[config.mk]
export PLATFORM = sky130hd
export DESIGN_NAME = feeder_bank
export DESIGN_NICKNAME = d
export VERILOG_FILES = /design/src/hdl/feeder_pkg.sv /design/src/hdl/feeder_bank.sv /design/src/hdl/feeder_buffer_tracker.sv /design/src/hdl/feeder_ram.sv /design/src/hdl/feeder_read_ctl.sv /design/src/hdl/feeder_slice.sv /design/src/hdl/feeder_write_ctl.sv
export SDC_FILE = /design/constraint.sdc
export NUM_CORES = 2
export LEC_CHECK = 0
export ABC_CLOCK_PERIOD_IN_PS = 6300
export BUFFER_PORTS_ARGS = -buffer_cell sky130_fd_sc_hd__buf_2
export CORE_AREA = 3 3 389 391
export CTS_BUF_LIST = sky130_fd_sc_hd__clkbuf_8
export CTS_CLUSTER_DIAMETER = 150
export DETAILED_ROUTE_END_ITERATION = 6
export DIE_AREA = 0 0 392 394
export PLACE_DENSITY = 0.84
export SLEW_MARGIN = 20
export SYNTH_ARGS = -nofsm -noshare
export SYNTH_HDL_FRONTEND = slang
export SYNTH_SLANG_ARGS = --single-unit
[constraint.sdc]
create_clock -name clk -period 6.3 [get_ports clk]
set_input_delay 0.63 -clock clk [delete_from_list [all_inputs] [get_ports clk]]
set_output_delay 0.63 -clock clk [all_outputs]
set_load 0.05 [all_outputs]
[src/hdl/feeder_pkg.sv]
/*
 * Feeder bank shared definitions
 * Element and vector widths, memory address types and the command
 * structs that travel down the feeder chain
 */
`default_nettype none

package feeder_pkg;

   // ---------------------------------------------------------------------
   // Widths
   // ---------------------------------------------------------------------

   // Bits per matrix element
   localparam int DATA_WIDTH = 8;
   // Elements per operand vector
   localparam int VECTOR_LENGTH = 4;
   localparam int VECTOR_WIDTH = DATA_WIDTH * VECTOR_LENGTH;
   // Word address bits
   // Memory per feeder stays below 2**MAX_ADDR_WIDTH words
   localparam int MAX_ADDR_WIDTH = 8;
   // Enough for 32 feeders
   localparam int FEEDER_SEL_WIDTH = 5;

   // ---------------------------------------------------------------------
   // Types
   // ---------------------------------------------------------------------

   typedef logic [VECTOR_WIDTH-1:0] vec_t;
   // Low half holds the even vector address, high half the odd one
   typedef logic [2*VECTOR_WIDTH-1:0] wr_word_t;
   typedef logic [MAX_ADDR_WIDTH-1:0] word_addr_t;
   // One bit wider than a word address, LSB picks the half
   typedef logic [MAX_ADDR_WIDTH:0] vec_addr_t;
   typedef logic [FEEDER_SEL_WIDTH-1:0] feeder_sel_t;

   // Write command passed along the chain
   typedef struct packed {
      logic        valid;
      feeder_sel_t sel;
      word_addr_t  addr;
      wr_word_t    data;
   } wr_cmd_t;

   // Read command, same address for every feeder
   typedef struct packed {
      logic      valid;
      vec_addr_t addr;
   } rd_cmd_t;

   // Counter width for n states, never below one bit
   function automatic int cnt_width(input int n);
      return (n > 1) ? $clog2(n) : 1;
   endfunction

endpackage

`default_nettype wire

[src/hdl/feeder_bank.sv]
/*
 * Feeder bank top level
 * Write and read controllers, buffer tracker and a daisy chain
 * of feeder slices, one cycle apart
 */
`default_nettype none

module feeder_bank #(
   parameter int NUM_FEEDERS      = 2,
   parameter int LEAD_INTERLEAVE  = 4,
   parameter int REUSE_COUNT      = 2,
   // Must be even, two vectors per write word
   parameter int INTERLEAVE_DEPTH = 4
) (
   input  wire                                     clk,
   input  wire                                     rst,
   // Host write port
   input  wire                                     wr_valid,
   input  wire feeder_pkg::wr_word_t               wr_data,
   output logic                                    wr_ready,
   // Read request port, no back-pressure on the data side
   input  wire                                     rd_valid,
   output logic                                    rd_ready,
   output feeder_pkg::vec_t [NUM_FEEDERS-1:0]      rd_data,
   output logic [NUM_FEEDERS-1:0]                  rd_data_valid
);

   // ---------------------------------------------------------------------
   // Buffer geometry
   // ---------------------------------------------------------------------
   localparam int VECS_PER_BUF  = LEAD_INTERLEAVE * INTERLEAVE_DEPTH;
   localparam int WORDS_PER_BUF = VECS_PER_BUF / 2;
   // Two ping-pong buffers per feeder
   localparam int DEPTH_WORDS   = 2 * WORDS_PER_BUF;

   logic wr_accept;
   logic rd_accept;
   logic wr_done;
   logic rd_done;

   // Element 0 comes from the controllers, element i+1 from slice i
   feeder_pkg::wr_cmd_t wr_chain [NUM_FEEDERS+1];
   feeder_pkg::rd_cmd_t rd_chain [NUM_FEEDERS+1];

   assign wr_accept = wr_valid && wr_ready;
   assign rd_accept = rd_valid && rd_ready;

   // ---------------------------------------------------------------------
   // Control
   // ---------------------------------------------------------------------
   feeder_write_ctl #(
      .NUM_FEEDERS   (NUM_FEEDERS),
      .WORDS_PER_BUF (WORDS_PER_BUF)
   ) u_write_ctl (
      .clk       (clk),
      .rst       (rst),
      .wr_accept (wr_accept),
      .wr_data   (wr_data),
      .wr_cmd    (wr_chain[0]),
      .wr_done   (wr_done)
   );

   feeder_read_ctl #(
      .LEAD_INTERLEAVE  (LEAD_INTERLEAVE),
      .REUSE_COUNT      (REUSE_COUNT),
      .INTERLEAVE_DEPTH (INTERLEAVE_DEPTH)
   ) u_read_ctl (
      .clk       (clk),
      .rst       (rst),
      .rd_accept (rd_accept),
      .rd_cmd    (rd_chain[0]),
      .rd_done   (rd_done)
   );

   // Buffer counted full before the last word reaches later slices
   // Reads trail on the same chain, so they never overtake it
   feeder_buffer_tracker u_tracker (
      .clk      (clk),
      .rst      (rst),
      .wr_done  (wr_done),
      .rd_done  (rd_done),
      .wr_ready (wr_ready),
      .rd_ready (rd_ready)
   );

   // ---------------------------------------------------------------------
   // Feeder chain
   // ---------------------------------------------------------------------
   for (genvar i = 0; i < NUM_FEEDERS; i++) begin : g_slice
      feeder_slice #(
         .FEEDER_INDEX (i),
         .DEPTH_WORDS  (DEPTH_WORDS)
      ) u_slice (
         .clk           (clk),
         .rst           (rst),
         .wr_cmd_in     (wr_chain[i]),
         .rd_cmd_in     (rd_chain[i]),
         .wr_cmd_out    (wr_chain[i+1]),
         .rd_cmd_out    (rd_chain[i+1]),
         .rd_data       (rd_data[i]),
         .rd_data_valid (rd_data_valid[i])
      );
   end

endmodule

`default_nettype wire

[src/hdl/feeder_buffer_tracker.sv]
/*
 * Buffer tracker
 * Counts filled ping-pong buffers and registers the write and
 * read ready flags from the count
 */
`default_nettype none

module feeder_buffer_tracker (
   input  wire  clk,
   input  wire  rst,
   input  wire  wr_done,
   input  wire  rd_done,
   output logic wr_ready,
   output logic rd_ready
);

   // Filled buffers, 0 to 2
   logic [1:0] fill_cnt;
   logic [1:0] fill_next;

   // ---------------------------------------------------------------------
   // Next count
   // ---------------------------------------------------------------------
   always_comb begin
      case ({wr_done, rd_done})
         2'b10:   fill_next = fill_cnt + 2'd1;
         2'b01:   fill_next = fill_cnt - 2'd1;
         // Fill and drain together, or nothing
         default: fill_next = fill_cnt;
      endcase
   end

   // Ready flags follow the new count one cycle after a pulse
   always_ff @(posedge clk) begin
      if (rst) begin
         fill_cnt <= 2'd0;
         wr_ready <= 1'b0;
         rd_ready <= 1'b0;
      end else begin
         fill_cnt <= fill_next;
         // Room while at least one buffer is free
         wr_ready <= (fill_next < 2'd2);
         // Data while at least one buffer is filled
         rd_ready <= (fill_next > 2'd0);
      end
   end

endmodule

`default_nettype wire

[src/hdl/feeder_ram.sv]
/*
 * Feeder memory
 * Simple dual port, two-vector write words, one-vector reads.
 * Two cycles from read address to read data.
 */
`default_nettype none

module feeder_ram #(
   parameter int DEPTH_WORDS = 16
) (
   input  wire                         clk,
   input  wire                         wr_en,
   input  wire feeder_pkg::word_addr_t wr_addr,
   input  wire feeder_pkg::wr_word_t   wr_data,
   input  wire                         rd_en,
   input  wire feeder_pkg::vec_addr_t  rd_addr,
   output feeder_pkg::vec_t            rd_data
);

   localparam int AW = feeder_pkg::cnt_width(DEPTH_WORDS);
   localparam int VW = feeder_pkg::VECTOR_WIDTH;

   feeder_pkg::wr_word_t  mem [DEPTH_WORDS];
   feeder_pkg::vec_addr_t rd_addr_q;
   feeder_pkg::wr_word_t  rd_word;

   // Write port, whole word at once
   always_ff @(posedge clk) begin
      if (wr_en) begin
         mem[wr_addr[AW-1:0]] <= wr_data;
      end
   end

   // Stage 1: capture the vector address
   always_ff @(posedge clk) begin
      if (rd_en) begin
         rd_addr_q <= rd_addr;
      end
   end

   // Word address drops the half-select bit
   assign rd_word = mem[rd_addr_q[AW:1]];

   // Stage 2: pick the half, odd address takes the upper vector
   always_ff @(posedge clk) begin
      rd_data <= rd_addr_q[0] ? rd_word[VW +: VW] : rd_word[0 +: VW];
   end

endmodule

`default_nettype wire

[src/hdl/feeder_read_ctl.sv]
/*
 * Feeder read controller
 * Walks a filled buffer as depth, reuse and column counters
 * and forms the common vector address for all feeders
 */
`default_nettype none

module feeder_read_ctl #(
   parameter int LEAD_INTERLEAVE  = 4,
   parameter int REUSE_COUNT      = 2,
   parameter int INTERLEAVE_DEPTH = 4
) (
   input  wire                 clk,
   input  wire                 rst,
   input  wire                 rd_accept,
   output feeder_pkg::rd_cmd_t rd_cmd,
   output logic                rd_done
);

   localparam int VECS_PER_BUF = LEAD_INTERLEAVE * INTERLEAVE_DEPTH;
   localparam int COL_W        = feeder_pkg::cnt_width(LEAD_INTERLEAVE);
   localparam int REUSE_W      = feeder_pkg::cnt_width(REUSE_COUNT);
   localparam int DEPTH_W      = feeder_pkg::cnt_width(INTERLEAVE_DEPTH);
   // Vector offset of buffer 1
   localparam feeder_pkg::vec_addr_t BUF_OFFSET = feeder_pkg::vec_addr_t'(VECS_PER_BUF);

   logic [COL_W-1:0]      col_cnt;
   logic [REUSE_W-1:0]    reuse_cnt;
   logic [DEPTH_W-1:0]    depth_cnt;
   logic                  rd_buf;
   logic                  last_col;
   logic                  last_reuse;
   logic                  last_depth;
   feeder_pkg::vec_addr_t row_base;

   // ---------------------------------------------------------------------
   // Wrap conditions
   // ---------------------------------------------------------------------
   assign last_col   = (col_cnt == COL_W'(LEAD_INTERLEAVE - 1));
   assign last_reuse = (reuse_cnt == REUSE_W'(REUSE_COUNT - 1));
   assign last_depth = (depth_cnt == DEPTH_W'(INTERLEAVE_DEPTH - 1));

   // Final step of a buffer pass
   assign rd_done = rd_accept && last_col && last_reuse && last_depth;

   // First vector of the current row, reuse does not move it
   assign row_base = (rd_buf ? BUF_OFFSET : '0) +
                     feeder_pkg::vec_addr_t'(depth_cnt * LEAD_INTERLEAVE);

   always_comb begin
      rd_cmd.valid = rd_accept;
      rd_cmd.addr  = row_base + feeder_pkg::vec_addr_t'(col_cnt);
   end

   // ---------------------------------------------------------------------
   // Counters
   // Column is innermost, then reuse, then depth, then buffer
   // ---------------------------------------------------------------------
   always_ff @(posedge clk) begin
      if (rst) begin
         col_cnt   <= '0;
         reuse_cnt <= '0;
         depth_cnt <= '0;
         rd_buf    <= 1'b0;
      end else if (rd_accept) begin
         if (last_col) begin
            col_cnt <= '0;
            if (last_reuse) begin
               reuse_cnt <= '0;
               if (last_depth) begin
                  depth_cnt <= '0;
                  rd_buf    <= ~rd_buf;
               end else begin
                  depth_cnt <= depth_cnt + 1'b1;
               end
            end else begin
               // Replay the same row
               reuse_cnt <= reuse_cnt + 1'b1;
            end
         end else begin
            col_cnt <= col_cnt + 1'b1;
         end
      end
   end

endmodule

`default_nettype wire

[src/hdl/feeder_slice.sv]
/*
 * Feeder slice
 * One stage of the chain. Registers the commands, writes its own
 * block, reads one vector per request and zeroes the idle output.
 */
`default_nettype none

module feeder_slice #(
   parameter int FEEDER_INDEX = 0,
   parameter int DEPTH_WORDS  = 16
) (
   input  wire                      clk,
   input  wire                      rst,
   input  wire feeder_pkg::wr_cmd_t wr_cmd_in,
   input  wire feeder_pkg::rd_cmd_t rd_cmd_in,
   output feeder_pkg::wr_cmd_t      wr_cmd_out,
   output feeder_pkg::rd_cmd_t      rd_cmd_out,
   output feeder_pkg::vec_t         rd_data,
   output logic                     rd_data_valid
);

   feeder_pkg::wr_cmd_t wr_cmd_q;
   feeder_pkg::rd_cmd_t rd_cmd_q;
   logic                mem_wr_en;
   logic                rd_valid_q;
   logic                rd_valid_qq;
   feeder_pkg::vec_t    mem_rd_data;

   // ---------------------------------------------------------------------
   // Command registers
   // ---------------------------------------------------------------------
   // Payload is free running, only the valid bits clear
   always_ff @(posedge clk) begin
      wr_cmd_q <= wr_cmd_in;
      rd_cmd_q <= rd_cmd_in;
      if (rst) begin
         wr_cmd_q.valid <= 1'b0;
         rd_cmd_q.valid <= 1'b0;
      end
   end

   // Next slice sees the commands one cycle later
   assign wr_cmd_out = wr_cmd_q;
   assign rd_cmd_out = rd_cmd_q;

   // Only the block addressed to this feeder lands here
   assign mem_wr_en = wr_cmd_q.valid &&
                      (wr_cmd_q.sel == feeder_pkg::feeder_sel_t'(FEEDER_INDEX));

   feeder_ram #(
      .DEPTH_WORDS (DEPTH_WORDS)
   ) u_ram (
      .clk     (clk),
      .wr_en   (mem_wr_en),
      .wr_addr (wr_cmd_q.addr),
      .wr_data (wr_cmd_q.data),
      .rd_en   (rd_cmd_q.valid),
      .rd_addr (rd_cmd_q.addr),
      .rd_data (mem_rd_data)
   );

   // ---------------------------------------------------------------------
   // Read valid follows the memory latency
   // ---------------------------------------------------------------------
   always_ff @(posedge clk) begin
      if (rst) begin
         rd_valid_q    <= 1'b0;
         rd_valid_qq   <= 1'b0;
         rd_data_valid <= 1'b0;
      end else begin
         rd_valid_q    <= rd_cmd_q.valid;
         rd_valid_qq   <= rd_valid_q;
         rd_data_valid <= rd_valid_qq;
      end
   end

   // Output register, zero whenever no read is due
   always_ff @(posedge clk) begin
      rd_data <= rd_valid_qq ? mem_rd_data : '0;
   end

endmodule

`default_nettype wire

[src/hdl/feeder_write_ctl.sv]
/*
 * Feeder write controller
 * Spreads host words over the feeders, one block per feeder,
 * alternating between the two buffers
 */
`default_nettype none

module feeder_write_ctl #(
   parameter int NUM_FEEDERS   = 2,
   parameter int WORDS_PER_BUF = 8
) (
   input  wire                       clk,
   input  wire                       rst,
   input  wire                       wr_accept,
   input  wire feeder_pkg::wr_word_t wr_data,
   output feeder_pkg::wr_cmd_t       wr_cmd,
   output logic                      wr_done
);

   localparam int WORD_CNT_W = feeder_pkg::cnt_width(WORDS_PER_BUF);
   // Word offset of buffer 1
   localparam feeder_pkg::word_addr_t BUF_OFFSET = feeder_pkg::word_addr_t'(WORDS_PER_BUF);

   logic [WORD_CNT_W-1:0]   word_cnt;
   feeder_pkg::feeder_sel_t feeder_cnt;
   logic                    wr_buf;
   logic                    last_word;
   logic                    last_feeder;

   // ---------------------------------------------------------------------
   // Wrap conditions
   // ---------------------------------------------------------------------
   assign last_word   = (word_cnt == WORD_CNT_W'(WORDS_PER_BUF - 1));
   assign last_feeder = (feeder_cnt == feeder_pkg::feeder_sel_t'(NUM_FEEDERS - 1));

   // Last word of the last feeder fills the buffer
   assign wr_done = wr_accept && last_word && last_feeder;

   // Command straight from the counters, registered in slice 0
   always_comb begin
      wr_cmd.valid = wr_accept;
      wr_cmd.sel   = feeder_cnt;
      wr_cmd.addr  = (wr_buf ? BUF_OFFSET : '0) + feeder_pkg::word_addr_t'(word_cnt);
      wr_cmd.data  = wr_data;
   end

   // ---------------------------------------------------------------------
   // Counters: word, then feeder, then buffer
   // ---------------------------------------------------------------------
   always_ff @(posedge clk) begin
      if (rst) begin
         word_cnt   <= '0;
         feeder_cnt <= '0;
         wr_buf     <= 1'b0;
      end else if (wr_accept) begin
         if (last_word) begin
            word_cnt <= '0;
            if (last_feeder) begin
               feeder_cnt <= '0;
               wr_buf     <= ~wr_buf;
            end else begin
               feeder_cnt <= feeder_cnt + 1'b1;
            end
         end else begin
            word_cnt <= word_cnt + 1'b1;
         end
      end
   end

endmodule

`default_nettype wire

* Yosys cells after proc, flatten, opt, wreduce, memory -nomap -nowiden
Memories as Yosys holds them, arrays and structs flattened. A register that Yosys moved wholly into a read port is not among the register bits.
Cells that the tools add are included.
** Word-level totals
- Register bits after elaboration :: 320
- Output and inout port bits :: 68
- RAM bits :: 2048
- Logic and storage cells :: 85
- Input bits :: 68
- Memories kept :: 2
** Cells by class
- Reduce and logical (&&, ||, !) cells :: 15
- Add/subtract/negate cells :: 10
- Mux-type cells :: 16
- Eq/ne operators :: 7
- $lt $le $gt $ge :: 2
- Bitwise logic cells :: 2
** Memory list
- g_slice[0].u_slice.u_ram.mem :: words 16, bits a word 64, read ports 1, clocked after memory_dff 1, wr ports 1, RTL line feeder_ram.sv:23 : feeder_pkg::wr_word_t mem [DEPTH_WORDS];
- g_slice[1].u_slice.u_ram.mem :: words 16, bits a word 64, read ports 1, clocked after memory_dff 1, wr ports 1, RTL line feeder_ram.sv:23
** Operators with widths (count)
- $mux 32 :: 2
- $mux 4 :: 3
- $eq 5x1->1 const B :: 2
- $mux 5 :: 2
- $logic_and 1x1->1 :: 9
- $add 2x1->2 const B :: 3
- $eq 2x2->1 const B :: 3
- $reduce_and 3->1 :: 2
- $add 5x1->5 const B :: 1
- $add 5x2->5 :: 1
- $add 5x4->5 :: 1
- $logic_not 5->1 :: 1
- $mux 1 :: 5
- $add 4x3->4 :: 1
- $mux 2 :: 2
- $pmux 2 s2 :: 1
- $reduce_and 2->1 :: 2
- $reduce_and 4->1 :: 1
- $add 3x1->3 const B :: 1
- $eq 3x3->1 const B :: 1
- $mux 3 :: 1
- $eq 2x1->1 const B :: 1
- $gt 2x1->1 const B :: 1
- $lt 2x2->1 const B :: 1
- 3 further kinds :: 4

* Longest topological paths before layout
- Depth after elaboration :: 7
- Depth in mapped cells :: 10
- Gate-level depth less buffers :: 9

* By module
From an unflattened synthesis, not the netlist that was laid out.
** Second synthesis, totals
- Cell total of the unflattened synthesis :: 5003
- Area, all modules :: 88307.2 µm²
** Modules (own cells, without submodules)
- feeder_ram (g_slice[0].u_slice.u_ram) :: seq. area each 31620.3 µm², cells each 2250, instances 1, area an instance 40665.3 µm²
- feeder_ram (g_slice[1].u_slice.u_ram) :: seq. area each 31620.3 µm², cells each 2250, instances 1, area an instance 40661.5 µm²
- feeder_slice :: seq. area each 2462.4 µm², cells each 165, instances 2, area an instance 2725.1 µm²
- feeder_write_ctl :: seq. area each 180.2 µm², cells each 118, instances 1, area an instance 991.0 µm²
- feeder_read_ctl :: seq. area each 120.1 µm², cells each 35, instances 1, area an instance 342.8 µm²
- feeder_buffer_tracker :: seq. area each 80.1 µm², cells each 18, instances 1, area an instance 183.9 µm²
- feeder_bank :: seq. area each 0.0 µm², cells each 2, instances 1, area an instance 12.5 µm²

* Least setup slack after synthesis
No wires, ideal clock.
- Kind :: reg-to-reg
- From :: reg g_slice[1].u_slice.wr_cmd_q, in the netlist g_slice[1].u_slice.wr_cmd_out[75]
- To :: mem g_slice[1].u_slice.u_ram.mem[8][0] (netlist name) (enable)
- Setup slack :: 192 ps
- Stages on the path, launching flop included :: 5
- Data required time :: 5735 ps
- Buffers on the path :: 0
- Arrival :: 5543 ps
- Cells stage by stage :: dfxtp_1 or4b_1 nor3b_2 nand3b_1 nor3_1
** Between the ends
- Cells in the longest elaborated chain, start to end :: 4
** RTL lines
- start, declared :: RTL line feeder_slice.sv:22 : feeder_pkg::wr_cmd_t wr_cmd_q;
- start signal, assigned :: RTL line feeder_slice.sv:34 : wr_cmd_q <= wr_cmd_in;
- $eq 5x1->1 :: RTL line feeder_slice.sv:48 : (wr_cmd_q.sel == feeder_pkg::feeder_sel_t'(FEEDER_INDEX));
- $logic_and 1x1->1 :: RTL line feeder_slice.sv:47 : assign mem_wr_en = wr_cmd_q.valid &&
- $mux 1 :: RTL line feeder_ram.sv:29 : if (wr_en) begin
- $mux 1 (not written as such) :: RTL line feeder_ram.sv:30 : mem[wr_addr[AW-1:0]] <= wr_data;
- end, declared :: RTL line feeder_ram.sv:23
No other way between the ends.

* Final worst setup path
- From :: reg g_slice[1].u_slice.wr_cmd_q, in the netlist g_slice[1].u_slice.wr_cmd_out[75]
- To :: mem g_slice[1].u_slice.u_ram.mem[15][42] (netlist name) (enable)
Same word-level chain as after synthesis.

==> impl_metrics.csv <==
group,metric,value,unit
detailed_routing,routedWlPerCell,25.91,µm
timing,rsz0062_at_grt,"false",
timing,setup_violations,0,
clock_network,cts_sinks,2376,
synthesis,ys_seq_elements,2376,
floorplan,die_x,392,µm
global_route,grt_pass1_vias,48090,
detailed_routing,drt_first_iter_violations,5489,
synthesis,syn_inst,4901,
synthesis,synth_area_leaders,"edfxtp_1 (71%), mux2i_1 (12%), dfxtp_1 (7.3%)",
placement,routabilityCongestion,0.7959,
critical_path,critPathSlowestCell,"nor2_4",
critical_path,critPathMaxFanout,35,
finish,finish.net_count,5353,
global_route,grt_max_degree,153,
finish,area_delta_synth_final,11.84,%
placement,dp.cells,6774,
synthesis,ys_async_sr_fraction,0,
critical_path,worstPathArrival,4130,ps
critical_path,worstSetupPathType,"flip-flop to flip-flop",
floorplan,ios,136,
run,drv_cap,0,
finish,nFillCells,9199,
critical_path,cp.required,6930,ps
clock_network,root_buffer,"clkbuf_8",
timing,min_period,3498,ps
synthesis,yosys_warnings,0,
synthesis,synth_top_area_share,0.7100,
floorplan,rows,141,
clock_network,cts_max_level,5,
timing,tightest_slew,1237,ps
critical_path,endpoint_kind,"flip-flop",
timing,fmax,285.9,MHz
timing,fin_crit_sh,0.5552,
synthesis,syn_nets,4976,
global_route,track_usage,0.2499,
floorplan,core-area,147800,µm²
finish,fin_cells,7491,
power_and_ir_drop,power.static_leakage,39.40,nW
detailed_routing,vias_per_cell,6.189,
clock_network,clk_latency,1040,ps
synthesis,synth-edff-count,2058,
detailed_routing,wirelength,194100,µm
timing,slew_headroom,0.1755,
floorplan,die-area,154400,µm²
synthesis,yosysUniqueCellTypes,36,
timing,setup-tns-final,0,ps
floorplan,start_util,0.5887,
worst_hold_path,hp-class,"input port to flip-flop",
critical_path,critPathLaunchType,"flip-flop",
clock_network,cts_tree,"done",
power_and_ir_drop,peakVddDrop,0.0002203,V
global_route,antenna_found_initial,21,
synthesis,synthesis.area,87040,µm²
clock_network,clkSlewWorstSetupHoldPaths,60,ps
timing,slew_viol_final,0,
critical_path,path_cells,"or4b_1, nor3b_2, nand3_1, nor2_4, buf_4",
synthesis,ys_seq_area_frac,0.7832,
placement,hpwlAfterDp,101400,µm
synthesis,syn_avg_cell_area,17.76,µm²
critical_path,slowest_delay,930,ps
timing,fin_skew,58.41,ps
timing,hold_viol,0,
global_route,grt_pass1_wl,289400,µm
clock_network,numCtsBuffers,365,
detailed_routing,via_count,46361,
run_status,status,"finished clean",
global_route,grt_overflow,0,
clock_network,post-cts-setup-buffers,0,
placement,port_buffers,135,
synthesis,post-synth-top-area-cell,"edfxtp_1",
floorplan,dieHeight,394,µm
finish,drive_gt1_frac,0.1305,
synthesis,synthFlopType,"edfxtp_1",
detailed_routing,ant_nets,0,
detailed_routing,drc,0,
power_and_ir_drop,powerDensity,303.8,nW/µm²
detailed_routing,first_pass_iters,6,
clock_network,cts_buffer_depth,4,
repair_timing:
item,4_1_cts,5_1_grt
gates resized for setup,0,0
hold buffers,67,0
hold endpoints to repair,82,0
synth_stat cells, types with 2 or more instances:
| cell type | n |
|---|---|
| nand2_1 | 206 |
| xnor2_1 | 4 |
| nor2_1 | 46 |
| nand2b_1 | 10 |
| buf_1 | 15 |
| nor3_1 | 73 |
| clkbuf_1 | 111 |
| buf_2 | 60 |
| xor2_1 | 6 |
| a21oi_1 | 199 |
| edfxtp_1 | 2058 |
| a22oi_1 | 192 |
| nand4_1 | 3 |
| a22o_1 | 128 |
| ha_1 | 7 |
| buf_6 | 14 |
| mux2i_1 | 1025 |
| nor3_2 | 2 |
| or2_2 | 2 |
| buf_4 | 63 |
| nand3b_1 | 2 |
| and2_1 | 66 |
| mux2_2 | 8 |
| inv_1 | 3 |
| nor2b_1 | 10 |
| nand3_1 | 198 |
| dfxtp_1 | 318 |
| a31oi_1 | 64 |
worst paths after layout:
kind | start | end | slack, ps | cells after the start
min | wr_data[52] | g_slice[0].u_slice.wr_cmd_out[52] | 220 | 2
max reg2reg | g_slice[1].u_slice.wr_cmd_out[75] | g_slice[1].u_slice.u_ram.mem[15][42] | 2800 | 5
min reg2reg | g_slice[0].u_slice.wr_cmd_out[72] | g_slice[1].u_slice.wr_cmd_out[72] | 360 | 0
max | g_slice[1].u_slice.wr_cmd_out[75] | g_slice[1].u_slice.u_ram.mem[15][42] | 2800 | 5
metrics by stage:
stage          utilization  instance area (µm²)  hold slack, ps  worst slack (ps)  total power, mW
3_5_place_dp        0.6069                89730           344.3              2861            17.78
6_report            0.6584                97340           218.3              2802            29.57
4_1_cts             0.6583                97320           138.8              2844            29.71
5_1_grt             0.6584                97330           175.4              2686            30.44
2_1_floorplan            -                87040           322.4             192.4            17.60
3_3_place_gp        0.6069                89730           330.6              2908            17.76
routing by layer:
| layer | up-vias | GRT usage | wire length [µm] |
|---|---|---|---|
| met4 | 0 | 0.09839 | 6355 |
| met2 | 2751 | 0.4065 | 94960 |
| met3 | 502 | 0.04917 | 19730 |
| met5 | - | 0 | 0 |
| met1 | 23122 | 0.3350 | 73070 |
| li1 | 19986 | - | - |
layout by cell type, fill, tap and decap left out, types with 6 or more instances in the layout:
| cell | synthesis | routed |
|---|---|---|
| a21oi_1 | 199 | 199 |
| a22o_1 | 128 | 128 |
| a22oi_1 | 192 | 192 |
| a31oi_1 | 64 | 64 |
| and2_1 | 66 | 64 |
| buf_12 | 0 | 14 |
| buf_2 | 60 | 135 |
| buf_4 | 63 | 54 |
| bufinv_16 | 0 | 11 |
| clkbuf_8 | 0 | 413 |
| clkinv_1 | 0 | 51 |
| clkinv_2 | 0 | 27 |
| dfxtp_1 | 318 | 314 |
| dlygate4sd3_1 | 0 | 67 |
| edfxtp_1 | 2058 | 2058 |
| ha_1 | 7 | 7 |
| inv_1 | 3 | 140 |
| mux2_2 | 8 | 8 |
| mux2i_1 | 1025 | 1025 |
| nand2_1 | 206 | 204 |
| nand2b_1 | 10 | 6 |
| nand3_1 | 198 | 198 |
| nor2_1 | 46 | 20 |
| nor2_4 | 0 | 26 |
| nor2b_1 | 10 | 6 |
| nor3_1 | 73 | 67 |
| nor3_2 | 2 | 6 |
| xor2_1 | 6 | 6 |
state kept, by name, summed over array words and instances (netlist names), named ones only:
signal                           count
g_slice.u_slice.rd_valid_q           1
u_read_ctl.rd_buf                    1
u_read_ctl.depth_cnt                 2
g_slice.u_slice.wr_cmd_out         148
u_tracker.rd_ready                   1
u_tracker.fill_cnt                   2
u_write_ctl.feeder_cnt               5
u_write_ctl.word_cnt                 3
g_slice.u_slice.u_ram.mem         2048
u_read_ctl.col_cnt                   2
g_slice.u_slice.u_ram.rd_addr_q     10
g_slice.u_slice.rd_valid_qq          1
g_slice.u_slice.rd_data             64
u_read_ctl.last_reuse                1
g_slice.u_slice.rd_cmd_out          12
g_slice.u_slice.u_ram.rd_data       64
g_slice.u_slice.rd_data_valid        1
u_write_ctl.wr_buf                   1
u_tracker.wr_ready                   1
cell families after synthesis:
logic type,Yosys count,share of synthesized area
flip-flops,2376,0.7832
multiplexers,1033,0.1189
AND/OR/NAND/NOR,625,0.03406
AO/OA/AOI/OAI,584,0.04557
buffers and inverters,266,0.01626
XOR/XNOR,10,0.001006
adder cells (fa/ha/maj),7,0.001006
power by group:
part	internal, mW	switching (mW)	total (mW)
Sequential	17.1	0.255	17.4
Clock	6.42	5.67	12.1
Combinational	0.0463	0.0407	0.0869
layout make-up:
type                       instances  area, µm²  share of cell area
antenna                            4      10.01           0.0001028
timing repair buffer             273       2066             0.02122
multi-input combinational       2259      17740              0.1823
sequential                      2376      68180              0.7004
tap                             1930       2415             0.02481
inverter                           3      11.26           0.0001157
clock buffer                     413       5684             0.05840
clock inverter                   233       1235             0.01269
critical path: cells and delay by family (launching register included):
kind	cells	cell delay [ps]
flops	1	300
buf+inv	1	640
simple gates	4	2140
Power figures use the tool's default switching activity.
